File: config.mk
export PLATFORM = sky130hd
export DESIGN_NAME = divider_top
export DESIGN_NICKNAME = d
export VERILOG_FILES = /design/src/div_types_pkg.sv /design/src/div_ctrl_pkg.sv /design/src/div_controller.sv /design/src/div_operand_prep.sv /design/src/div_restoring_datapath.sv /design/src/div_result_fixup.sv /design/src/divider_top.sv
export SDC_FILE = /design/constraint.sdc
export NUM_CORES = 1
export LEC_CHECK = 0
export BUFFER_PORTS_ARGS = -buffer_cell sky130_fd_sc_hd__clkbuf_2
export CAP_MARGIN = 5
export CORE_MARGIN = 2
export CORE_UTILIZATION = 54
export DETAILED_ROUTE_END_ITERATION = 7
export PLACE_DENSITY = 0.77
export SYNTH_ARGS = -nofsm -noshare
export SYNTH_HDL_FRONTEND = slang
export SYNTH_HIERARCHICAL = 1
export SYNTH_SLANG_ARGS = --single-unit
export TNS_END_PERCENT = 100
File: constraint.sdc
create_clock -name clk -period 2.81 [get_ports clk]
set_input_delay 0.562 -clock clk [delete_from_list [all_inputs] [get_ports clk]]
set_output_delay 0.562 -clock clk [all_outputs]
set_load 0.005 [all_outputs]
File: src/div_types_pkg.sv
package div_types_pkg;

    // ####################
    // Data widths
    // ####################

    localparam int DIV_WIDTH = 32; // Operand and result width in bits.

    // One data word as seen on the request and response ports.
    typedef logic [DIV_WIDTH-1:0] word_t;

    // ####################
    // Transaction structs
    // ####################

    // A division request as presented with the req_valid strobe.
    typedef struct packed {
        word_t dividend;
        word_t divisor;
        logic  is_signed; // Operands are two's complement when set.
    } div_req_t;

    // A finished division, held stable until the next response.
    typedef struct packed {
        word_t quotient;
        word_t remainder;
        logic  div_by_zero;
    } div_rsp_t;

    // Sign plan worked out at operand time and applied again at the end.
    typedef struct packed {
        logic quot_neg;    // Quotient must be negated.
        logic rem_neg;     // Remainder must be negated.
        logic div_by_zero; // Divisor was zero.
    } div_sign_t;

endpackage

File: src/div_ctrl_pkg.sv
package div_ctrl_pkg;

    // ####################
    // Controller encodings
    // ####################

    // States of the iteration controller.
    typedef enum logic [1:0] {
        IDLE,    // Waiting for registered operands.
        LOAD,    // Preset the datapath and the counter.
        ITERATE, // One restoring step per cycle.
        FINISH   // Results are final in the datapath.
    } div_state_e;

    // Wide enough to hold the full step count.
    typedef logic [5:0] count_t;

    // One restoring step per quotient bit.
    localparam count_t DIV_STEPS = count_t'(div_types_pkg::DIV_WIDTH);

endpackage

File: src/div_controller.sv
`timescale 1ns/1ps

module div_controller (
    input  logic clk,
    input  logic rst,
    input  logic op_valid,
    output logic load,
    output logic step,
    output logic finish_valid
);

    div_ctrl_pkg::div_state_e state_q;
    div_ctrl_pkg::div_state_e state_d;
    div_ctrl_pkg::count_t     count_q;

    // ####################
    // Next state
    // ####################

    always_comb begin
        state_d = state_q;
        case (state_q)
            div_ctrl_pkg::IDLE: begin
                if (op_valid) begin
                    state_d = div_ctrl_pkg::LOAD;
                end
            end
            div_ctrl_pkg::LOAD: begin
                state_d = div_ctrl_pkg::ITERATE;
            end
            div_ctrl_pkg::ITERATE: begin
                // The last step is the one taken with the counter at one.
                if (count_q == div_ctrl_pkg::count_t'(1)) begin
                    state_d = div_ctrl_pkg::FINISH;
                end
            end
            div_ctrl_pkg::FINISH: begin
                state_d = div_ctrl_pkg::IDLE;
            end
            default: begin
                state_d = div_ctrl_pkg::IDLE;
            end
        endcase
    end

    // ####################
    // State and counter
    // ####################

    always_ff @(posedge clk or posedge rst) begin
        if (rst) begin
            state_q <= div_ctrl_pkg::IDLE;
            count_q <= '0;
        end else begin
            state_q <= state_d;
            if (state_q == div_ctrl_pkg::LOAD) begin
                count_q <= div_ctrl_pkg::DIV_STEPS;
            end else if (state_q == div_ctrl_pkg::ITERATE) begin
                count_q <= div_ctrl_pkg::count_t'(count_q - 1'b1);
            end
        end
    end

    // Outputs are a registered decode of the state, so every strobe
    // trails its state by one cycle and stays free of glitches.
    always_ff @(posedge clk or posedge rst) begin
        if (rst) begin
            load         <= 1'b0;
            step         <= 1'b0;
            finish_valid <= 1'b0;
        end else begin
            load         <= (state_q == div_ctrl_pkg::LOAD);
            step         <= (state_q == div_ctrl_pkg::ITERATE);
            finish_valid <= (state_q == div_ctrl_pkg::FINISH);
        end
    end

endmodule

File: src/div_operand_prep.sv
`timescale 1ns/1ps

module div_operand_prep (
    input  logic                     clk,
    input  logic                     rst,
    input  logic                     req_valid,
    input  div_types_pkg::div_req_t  req,
    input  logic                     release_pulse,
    output logic                     busy,
    output logic                     op_valid,
    output div_types_pkg::word_t     abs_dividend,
    output div_types_pkg::word_t     abs_divisor,
    output div_types_pkg::div_sign_t sign
);

    localparam int MSB = div_types_pkg::DIV_WIDTH - 1;

    logic                 busy_q;
    logic                 accept;
    logic                 dividend_neg;
    logic                 divisor_neg;
    logic                 divisor_zero;
    div_types_pkg::word_t mag_dividend;
    div_types_pkg::word_t mag_divisor;

    // The response cycle already counts as free, so a new request
    // can be taken on the edge that closes it.
    assign busy   = busy_q & ~release_pulse;
    assign accept = req_valid & ~busy; // Strobes while busy are dropped.

    // Operand signs only matter for signed requests.
    assign dividend_neg = req.is_signed & req.dividend[MSB];
    assign divisor_neg  = req.is_signed & req.divisor[MSB];
    assign divisor_zero = (req.divisor == '0);

    // Magnitudes for the unsigned datapath. The most negative value maps onto itself,
    // which is still the right unsigned magnitude.
    assign mag_dividend = dividend_neg ? -req.dividend : req.dividend;
    assign mag_divisor  = divisor_neg ? -req.divisor : req.divisor;

    always_ff @(posedge clk or posedge rst) begin
        if (rst) begin
            busy_q   <= 1'b0;
            op_valid <= 1'b0;
        end else begin
            op_valid <= accept; // One-cycle strobe to the controller.
            if (accept) begin
                busy_q <= 1'b1;
            end else if (release_pulse) begin
                busy_q <= 1'b0;
            end
        end
    end

    // Operand and sign registers hold for the whole division.
    always_ff @(posedge clk) begin
        if (accept) begin
            abs_dividend     <= mag_dividend;
            abs_divisor      <= mag_divisor;
            sign.quot_neg    <= (dividend_neg ^ divisor_neg) & ~divisor_zero;
            sign.rem_neg     <= dividend_neg;
            sign.div_by_zero <= divisor_zero;
        end
    end

endmodule

File: src/div_restoring_datapath.sv
`timescale 1ns/1ps

module div_restoring_datapath (
    input  logic                 clk,
    input  logic                 rst,
    input  logic                 load,
    input  logic                 step,
    input  div_types_pkg::word_t dividend,
    input  div_types_pkg::word_t divisor,
    output div_types_pkg::word_t quotient,
    output div_types_pkg::word_t remainder
);

    localparam int W = div_types_pkg::DIV_WIDTH;

    // The accumulator lives in remainder and the dividend bits are shifted
    // out of the top of quotient while quotient bits enter at the bottom.

    logic [W:0]           shifted_acc; // Accumulator with the next dividend bit.
    logic [W+1:0]         trial;       // Trial difference with a borrow bit on top.
    logic                 trial_neg;
    div_types_pkg::word_t acc_next;
    div_types_pkg::word_t quo_next;

    // ####################
    // One restoring step
    // ####################

    // Shift the accumulator and quotient pair left by one bit.
    assign shifted_acc = {remainder, quotient[W-1]};

    // Subtract the divisor. The extra top bit turns into a borrow flag
    // when the shifted accumulator is smaller than the divisor.
    assign trial     = {1'b0, shifted_acc} - {2'b00, divisor};
    assign trial_neg = trial[W+1];

    // Restore on a negative difference, otherwise keep it.
    // Either value is below the divisor and fits one word.
    always_comb begin
        if (trial_neg) begin
            acc_next = shifted_acc[W-1:0];
        end else begin
            acc_next = trial[W-1:0];
        end
    end

    // The new quotient bit is one when the subtraction succeeded.
    assign quo_next = {quotient[W-2:0], ~trial_neg};

    // ####################
    // Registers
    // ####################

    // With a zero divisor every trial succeeds, so after all steps the
    // quotient is all ones and the accumulator holds the dividend magnitude.
    always_ff @(posedge clk or posedge rst) begin
        if (rst) begin
            quotient  <= '0;
            remainder <= '0;
        end else if (load) begin
            quotient  <= dividend; // Dividend bits shift out as quotient bits shift in.
            remainder <= '0;
        end else if (step) begin
            quotient  <= quo_next;
            remainder <= acc_next;
        end
    end

endmodule

File: src/div_result_fixup.sv
`timescale 1ns/1ps

module div_result_fixup (
    input  logic                     clk,
    input  logic                     rst,
    input  logic                     finish_valid,
    input  div_types_pkg::word_t     quotient,
    input  div_types_pkg::word_t     remainder,
    input  div_types_pkg::div_sign_t sign,
    output logic                     rsp_valid,
    output div_types_pkg::div_rsp_t  rsp,
    output logic                     release_pulse
);

    div_types_pkg::word_t quot_signed;
    div_types_pkg::word_t rem_signed;
    div_types_pkg::word_t quot_fixed;
    div_types_pkg::word_t rem_fixed;

    // Apply the sign plan to the unsigned magnitudes.
    assign quot_signed = sign.quot_neg ? -quotient : quotient;
    assign rem_signed  = sign.rem_neg ? -remainder : remainder;

    // ####################
    // Divide by zero
    // ####################

    assign quot_fixed = sign.div_by_zero ? '1 : quot_signed;

    // On a zero divisor the datapath leaves the dividend magnitude in the
    // remainder, and rem_neg holds the dividend sign, so the rebuilt
    // value is the original dividend in both cases.
    assign rem_fixed = rem_signed;

    always_ff @(posedge clk or posedge rst) begin
        if (rst) begin
            rsp_valid <= 1'b0;
        end else begin
            rsp_valid <= finish_valid; // One cycle per division.
        end
    end

    // The response holds until the next division finishes.
    always_ff @(posedge clk) begin
        if (finish_valid) begin
            rsp.quotient    <= quot_fixed;
            rsp.remainder   <= rem_fixed;
            rsp.div_by_zero <= sign.div_by_zero;
        end
    end

    assign release_pulse = rsp_valid; // Frees the operand stage with the response.

endmodule

File: src/divider_top.sv
`timescale 1ns/1ps

module divider_top (
    input  logic                    clk,
    input  logic                    rst,
    input  logic                    req_valid,
    input  div_types_pkg::div_req_t req,
    output logic                    busy,
    output logic                    rsp_valid,
    output div_types_pkg::div_rsp_t rsp
);

    // ####################
    // Internal wires
    // ####################

    logic                     op_valid;
    logic                     release_pulse;
    logic                     load;
    logic                     step;
    logic                     finish_valid;
    div_types_pkg::word_t     abs_dividend;
    div_types_pkg::word_t     abs_divisor;
    div_types_pkg::word_t     quot_mag;
    div_types_pkg::word_t     rem_mag;
    div_types_pkg::div_sign_t sign;

    // Takes the request, owns busy and forms the magnitudes.
    div_operand_prep u_prep (
        .clk           (clk),
        .rst           (rst),
        .req_valid     (req_valid),
        .req           (req),
        .release_pulse (release_pulse),
        .busy          (busy),
        .op_valid      (op_valid),
        .abs_dividend  (abs_dividend),
        .abs_divisor   (abs_divisor),
        .sign          (sign)
    );

    div_controller u_ctrl (
        .clk          (clk),
        .rst          (rst),
        .op_valid     (op_valid),
        .load         (load),
        .step         (step),
        .finish_valid (finish_valid)
    );

    div_restoring_datapath u_datapath (
        .clk       (clk),
        .rst       (rst),
        .load      (load),
        .step      (step),
        .dividend  (abs_dividend),
        .divisor   (abs_divisor),
        .quotient  (quot_mag),
        .remainder (rem_mag)
    );

    // Signs, divide by zero and the response register.
    div_result_fixup u_fixup (
        .clk           (clk),
        .rst           (rst),
        .finish_valid  (finish_valid),
        .quotient      (quot_mag),
        .remainder     (rem_mag),
        .sign          (sign),
        .rsp_valid     (rsp_valid),
        .rsp           (rsp),
        .release_pulse (release_pulse)
    );

endmodule

==> results.json, run 1 <==
{
  "core.rowCount": 56,
  "drc": 0,
  "p_per_area_mw_per_mm2": 441,
  "clock.fmax_mhz": 357,
  "viasPerCell": 5.83,
  "outcome": "completed",
  "place_area_mm2": 0.0140,
  "cp-end-kind": "register",
  "dp_hpwl_mm": 21.9,
  "grt_pass1_vias": 9485,
  "whs_ns": 0.238,
  "layoutNonFillerInstCount": 1768,
  "grt_pass1_wl_mm": 48.2,
  "io_pins": 135,
  "htree_levels": 1,
  "p_leak_nw": 6.20,
  "drv_slew": 0,
  "grt_usage": 0.241,
  "rsz0062_at_grt": "true",
  "ant_nets": 0,
  "final_area_mm2": 0.0152,
  "initialDrtViolationCount": 925,
  "grt_max_degree": 69,
  "cts_made_buffers": 23,
  "fp.dieW_um": 157,
  "cts_root_buf": "clkbuf_16",
  "clk_pin_slew_worst_paths_ns": 0.06,
  "critPathMaxFanout": 7,
  "die_area_mm2": 0.0248,
  "synth-edff-count": 132,
  "layout-drive-gt1-share": 0.223,
  "placedCellCount": 1709,
  "cts.sink_count": 210,
  "path_cells": "ha_1 > and3_1 > nand4_1 > o31ai_4 > buf_4 > buf_6 > clkbuf_16 > nand2_1 > a311oi_1",
  "finalWirelength_mm": 30.9,
  "layout_commonest_cell": "nand2_1",
  "setup_viol": 0,
  "ys_ff_latch": 210,
  "synth_cell_types": 80,
  "ir_worst_vdd_v": 0.000392,
  "globalplace.congestion": 0.920,
  "synth_seq_area_share": 0.466,
  "syn-instance-count": 1250,
  "final_hold_viol_count": 0,
  "io_buffers": 134,
  "cp-start-kind": "register",
  "synth_flop_cell": "edfxtp_1",
  "worstPathRequired_ns": 3.23,
  "synth.cell_area_mm2": 0.0127,
  "min_period_over_period": 0.997,
  "synth_warnings": 6,
  "grt-ovfl-total": 0,
  "insertion_delay_ns": 0.52,
  "antenna_cells": 0,
  "path_delay_family": "simple AND/OR/NAND/NOR gates",
  "syn_nets": 1361,
  "worstHoldPathType": "input pin to register",
  "antenna_found_initial": 0,
  "slowest_stage": "ha_1",
  "start_util": 0.546,
  "vias": 10300,
  "worstPathArrival_ns": 3.22,
  "die_h_um": 157,
  "nNetsFinal": 1543,
  "period_minus_slack_ns": 2.80,
  "coreArea_mm2": 0.0233,
  "wl_per_cell_um": 17.5,
  "clock_path_buffers": 3,
  "layout_common_cells": "nand2_1 (160), clkbuf_2 (134), edfxtp_1 (132)",
  "synthArstFlopShare": 0.371,
  "drv_cap": 0,
  "dr.pass1.iters": 8,
  "tightest_slew_ns": 1.00,
  "cp_num_buf_inv": 3,
  "slowest_delay_ns": 0.43,
  "worst-setup-path-type": "register to register",
  "area_growth_pct": 19.9,
  "skew_ns": 0.0199,
  "syn_area_per_cell_um2": 10.2,
  "cts_tree": "yes",
  "max_slew_margin": 0.330
}
-- worst reg2reg max path, cell delays in order, from the launching register on --
cell       delay, ns
dfrtp_1         0.42
ha_1            0.43
and3_1          0.29
nand4_1         0.40
o31ai_4         0.35
buf_4           0.20
buf_6           0.12
clkbuf_16       0.14
nand2_1         0.07
a311oi_1        0.28
-- report_power, final --
part | internal, mW | switching (mW) | leakage (nW) | total, mW
Clock | 1.91 | 1.24 | 0.383 | 3.15
Sequential | 3.29 | 0 | 2.29 | 3.29
Combinational | 0.113 | 0.167 | 3.53 | 0.280
Total | 5.31 | 1.41 | 6.20 | 6.71
-- Yosys cell counts (5+ instances only) --
| cell | count | area share |
|---|---|---|
| a21oi_1 | 49 | 0.019 |
| and2_1 | 7 | 0.0034 |
| xnor2_1 | 81 | 0.056 |
| or4_1 | 9 | 0.0053 |
| a311oi_1 | 27 | 0.019 |
| o41ai_1 | 17 | 0.012 |
| o211ai_1 | 6 | 0.0035 |
| xor2_1 | 60 | 0.041 |
| nand4_1 | 17 | 0.0084 |
| a31oi_1 | 19 | 0.0094 |
| a211oi_1 | 7 | 0.0041 |
| nand2_1 | 161 | 0.048 |
| nor3_1 | 21 | 0.0083 |
| and3_1 | 6 | 0.0030 |
| edfxtp_1 | 132 | 0.31 |
| nor2_1 | 67 | 0.020 |
| nor4_1 | 13 | 0.0064 |
| nand3_1 | 22 | 0.0087 |
| o21ai_0 | 85 | 0.034 |
| nor2b_1 | 8 | 0.0039 |
| nor3b_1 | 5 | 0.0030 |
| buf_2 | 11 | 0.0043 |
| nor4_4 | 6 | 0.010 |
| ha_1 | 42 | 0.041 |
| dfrtp_1 | 78 | 0.15 |
| clkbuf_1 | 33 | 0.0098 |
| inv_1 | 70 | 0.021 |
| or3_1 | 13 | 0.0064 |
| buf_1 | 6 | 0.0018 |
| o31ai_1 | 27 | 0.016 |
| mux2i_1 | 37 | 0.029 |
| o221ai_1 | 5 | 0.0034 |
| nand2b_1 | 12 | 0.0059 |
| a21o_1 | 11 | 0.0065 |
| o21a_1 | 5 | 0.0030 |
-- through the flow --
stage          total power [mW]  utilization  TNS, ns  setup slack [ns]
2_1_floorplan              3.50            -        0            0.0387
3_3_place_gp               3.62        0.603        0            0.0309
3_5_place_dp               3.63        0.603   -0.158           -0.0652
4_1_cts                    6.76        0.639        0            0.0118
5_1_grt                    6.91        0.654    -1.11            -0.125
6_report                   6.71        0.654        0           0.00751
-- path summary, 6_finish.rpt --
path,start,to,slack [ns],cells past startpoint
worst max-delay path,u_datapath/remainder[26]$_DFFE_PP0P_,u_datapath/remainder[9]$_DFFE_PP0P_,0.008,9
worst min-delay path,req_valid,u_prep/busy_q$_DFFE_PP0P_,0.24,2
worst max register to register,u_datapath/remainder[26]$_DFFE_PP0P_,u_datapath/remainder[9]$_DFFE_PP0P_,0.008,9
worst min register to register,u_prep/abs_dividend[16]$_DFFE_PP_,u_datapath/quotient[16]$_DFFE_PP0P_,0.46,2
max in group asynchronous,rst,u_datapath/remainder[5]$_DFFE_PP0P_,1.82,4
min in group asynchronous,rst,u_fixup/release_pulse$_DFF_PP0_,0.47,3
-- state kept, by name (all words and copies together) (netlist names), 2 cells and up --
| signal | cells |
|---|---|
| u_prep/sign | 3 |
| u_ctrl/count_q | 6 |
| u_datapath/quotient | 32 |
| u_prep/abs_dividend | 32 |
| u_datapath/remainder | 32 |
| u_prep/abs_divisor | 32 |
| u_fixup/rsp | 65 |
| u_ctrl/state_q | 2 |
-- final cells by class --
cell class	instances	area (um^2)
fill	1849	8050
multi-input combinational	914	6500
sequential	210	5920
timing repair buffer	211	1330
clock buffer	27	601
tap	319	399
inverter	72	270
clock inverter	15	194
-- layer usage --
| layer | share of wire | track usage |
|---|---|---|
| met2 | 0.44 | 0.358 |
| met3 | 0.082 | 0.0396 |
| met1 | 0.45 | 0.366 |
| met4 | 0.024 | 0.0615 |
| met5 | 0 | 0 |
-- kinds of logic after synthesis --
logic type | Yosys count | synth area share
muxes | 37 | 0.0292
and+or+nand+nor | 390 | 0.158
adders and majority gates | 43 | 0.0430
buffers and inverters | 129 | 0.0422
AOI/OAI and AO/OA | 300 | 0.165
xor gates and xnor gates | 141 | 0.0973
DFF | 210 | 0.466
-- repair_timing --
item | 4_1_cts | 5_1_grt
hold endpoints to repair | 3 | 0
hold buffers | 1 | 0
endpoints found under the setup margin | 12 | 31
setup buffers | 0 | 11
pin swaps | 6 | 25
gates cloned | 1 | 4
gates resized for setup | 3 | 44
Power figures use the tool's default switching activity.
==> run 2, diff against run 1 <==
==> constraint.sdc (replaced) <==
create_clock -name clk -period 2.81 [get_ports clk]
set_input_delay 0.4215 -clock clk [delete_from_list [all_inputs] [get_ports clk]]
set_output_delay 0.4215 -clock clk [all_outputs]
set_load 0.005 [all_outputs]
==> run 2 against run 1 <==
Net effect: flip-flop and latch count is the same; combinational power is essentially flat; clock skew grew 0.0030 ns; sequential share of layout area grew 0.64 points; cell area shrank 1.6%; clock power shrank 8.3%; global-route usage shrank 0.35 points; register-to-register slack gained 0.06 ns; setup slack gained 0.060 ns; fmax grew 2.2%; die area is the same; routed wire length shrank 2.6%.
==> results.json, run 2 (same netlist as run 1, synthesis figures left out) <==
{
  "outcome": "completed",
  "initialDrtViolationCount": 1000,
  "grt_pass1_vias": 9241,
  "r2r_start": "u_datapath/remainder[25]$_DFFE_PP0P_",
  "viasPerCell": 5.79,
  "io_buffers": 134,
  "ant_nets": 0,
  "worstHoldStart": "req_valid",
  "p_per_area_mw_per_mm2": 431,
  "cts_tree": "yes",
  "htree_levels": 1,
  "drv_cap": 0,
  "layout_common_cells": "nand2_1 (160), clkbuf_2 (134), edfxtp_1 (132)",
  "period_minus_slack_ns": 2.74,
  "grt_pass1_wl_mm": 47.5,
  "critPathLaunch": "u_datapath/remainder[25]$_DFFE_PP0P_",
  "r2r_slack_ns": 0.07,
  "antenna_found_initial": 0,
  "critPathMaxFanout": 15,
  "grt-ovfl-total": 0,
  "die_area_mm2": 0.0248,
  "grt_max_degree": 69,
  "ir_worst_vdd_v": 0.000286,
  "io_pins": 135,
  "crit_path_frequent_cell": "a21o_1",
  "drc": 0,
  "die_h_um": 157,
  "worstPathRequired_ns": 3.20,
  "path_cells": "ha_1 > a21o_1 > a21o_1 > a21oi_1 > o21ai_0 > a211oi_1 > buf_4 > o31a_4 > nand2_1 > a311oi_2",
  "worstPathArrival_ns": 3.14,
  "dr.pass1.iters": 5,
  "slowest_delay_ns": 0.42,
  "clock.fmax_mhz": 365,
  "area_growth_pct": 17.9,
  "max_slew_margin": 0.352,
  "setup_viol": 0,
  "largest_reg_flops": 65,
  "coreArea_mm2": 0.0233,
  "cp-end-kind": "register",
  "drv_slew": 0,
  "antenna_cells": 0,
  "layout_commonest_cell": "nand2_1",
  "multi_input_area_mm2": 0.00641,
  "wl_per_cell_um": 17.1,
  "cts_made_buffers": 22,
  "slowest_stage": "dfrtp_1",
  "fin_tns_setup_ns": 0,
  "fp.dieW_um": 157,
  "start_util": 0.546,
  "rsz0062_at_grt": "true",
  "cp-start-kind": "register",
  "min_period_over_period": 0.976,
  "p_leak_nw": 6.10,
  "core.rowCount": 56,
  "clock_path_buffers": 3,
  "final_hold_viol_count": 0,
  "grt_usage": 0.237,
  "vias": 10200,
  "layout-drive-gt1-share": 0.211,
  "seqCellArea_mm2": 0.00592,
  "whs_ns": 0.105,
  "finalWirelength_mm": 30.1,
  "cts_root_buf": "clkbuf_16",
  "regMostFlops": "u_fixup/rsp",
  "dp_hpwl_mm": 21.8,
  "clk_pin_slew_worst_paths_ns": 0.06,
  "skew_ns": 0.0229,
  "insertion_delay_ns": 0.52,
  "globalplace.congestion": 0.921,
  "fillCellCount": 1873,
  "tightest_slew_ns": 0.973,
  "nNetsFinal": 1531,
  "worstHoldPathType": "input pin to register",
  "worst-setup-path-type": "register to register",
  "cts.sink_count": 210
}
[run 2: cell count changes in the layout (fill, tap and decap cells not counted), sizes merged]
cell	change
o31a	-2
inv	-1
clkinv	-4
clkbuf	+6
bufinv	-3
buf	-9
[run 2: what timing repair did]
action	CTS	global route
setup buffers	1	4
gates resized for setup	4	33
endpoints found under the hold margin	29	0
setup endpoints to repair	7	31
cloned	1	1
hold buffers	1	0
pin swaps	3	22
[run 2: worst paths after layout]
path / to / cells past startpoint
max: u_datapath/remainder[14]$_DFFE_PP0P_ / 10
min: u_prep/busy_q$_DFFE_PP0P_ / 2
min reg2reg: u_datapath/quotient[17]$_DFFE_PP0P_ / 2
min in group asynchronous: u_fixup/release_pulse$_DFF_PP0_ / 3
max in group asynchronous: u_datapath/remainder[5]$_DFFE_PP0P_ / 4
max reg2reg: u_datapath/remainder[14]$_DFFE_PP0P_ / 10
[run 2: metrics by stage]
stage / utilization / setup WS [ns] / power, mW / cell area, um^2 / instances
CTS: 0.636 / 0.00383 / 6.51 / 14800 / 1750
finish: 0.644 / 0.0674 / 6.46 / 15000 / 1755
global route: 0.644 / -0.0956 / 6.64 / 15000 / 1755
global placement: 0.603 / 0.0282 / 3.62 / 14000 / 1707
detailed placement: 0.603 / -0.0260 / 3.63 / 14000 / 1707
floorplan: - / 0.0387 / 3.50 / 12700 / 1250
[run 2: critical path: cells and delay by family, from the launching register on]
family / cells / cell delay (ns)
adders and majority gates: 1 / 0.32
buffers and inverters: 1 / 0.20
AOI/OAI and AO/OA: 7 / 1.57
DFF: 1 / 0.42
and+or+nand+nor: 1 / 0.11
[run 2: power by group]
part	internal (mW)	switching (mW)	total [mW]
Sequential	3.29	0	3.29
Clock	1.71	1.18	2.89
Combinational	0.112	0.167	0.279
Total	5.11	1.35	6.46
[run 2: area by class of cell]
class                      count  share of cell area
clock buffer                  33              0.0436
clock inverter                 7             0.00510
inverter                      72              0.0181
multi-input combinational    912               0.428
sequential                   210               0.396
tap                          319              0.0267
timing repair buffer         202              0.0830
[run 2: layer usage]
metal / GRT usage / wire [um] / vias up
met1: 0.368 / 14400 / 4795
met2: 0.359 / 13200 / 393
met3: 0.0259 / 2050 / 36
met5: 0 / 0 / -
li1: - / - / 4941
met4: 0.0489 / 476 / 0
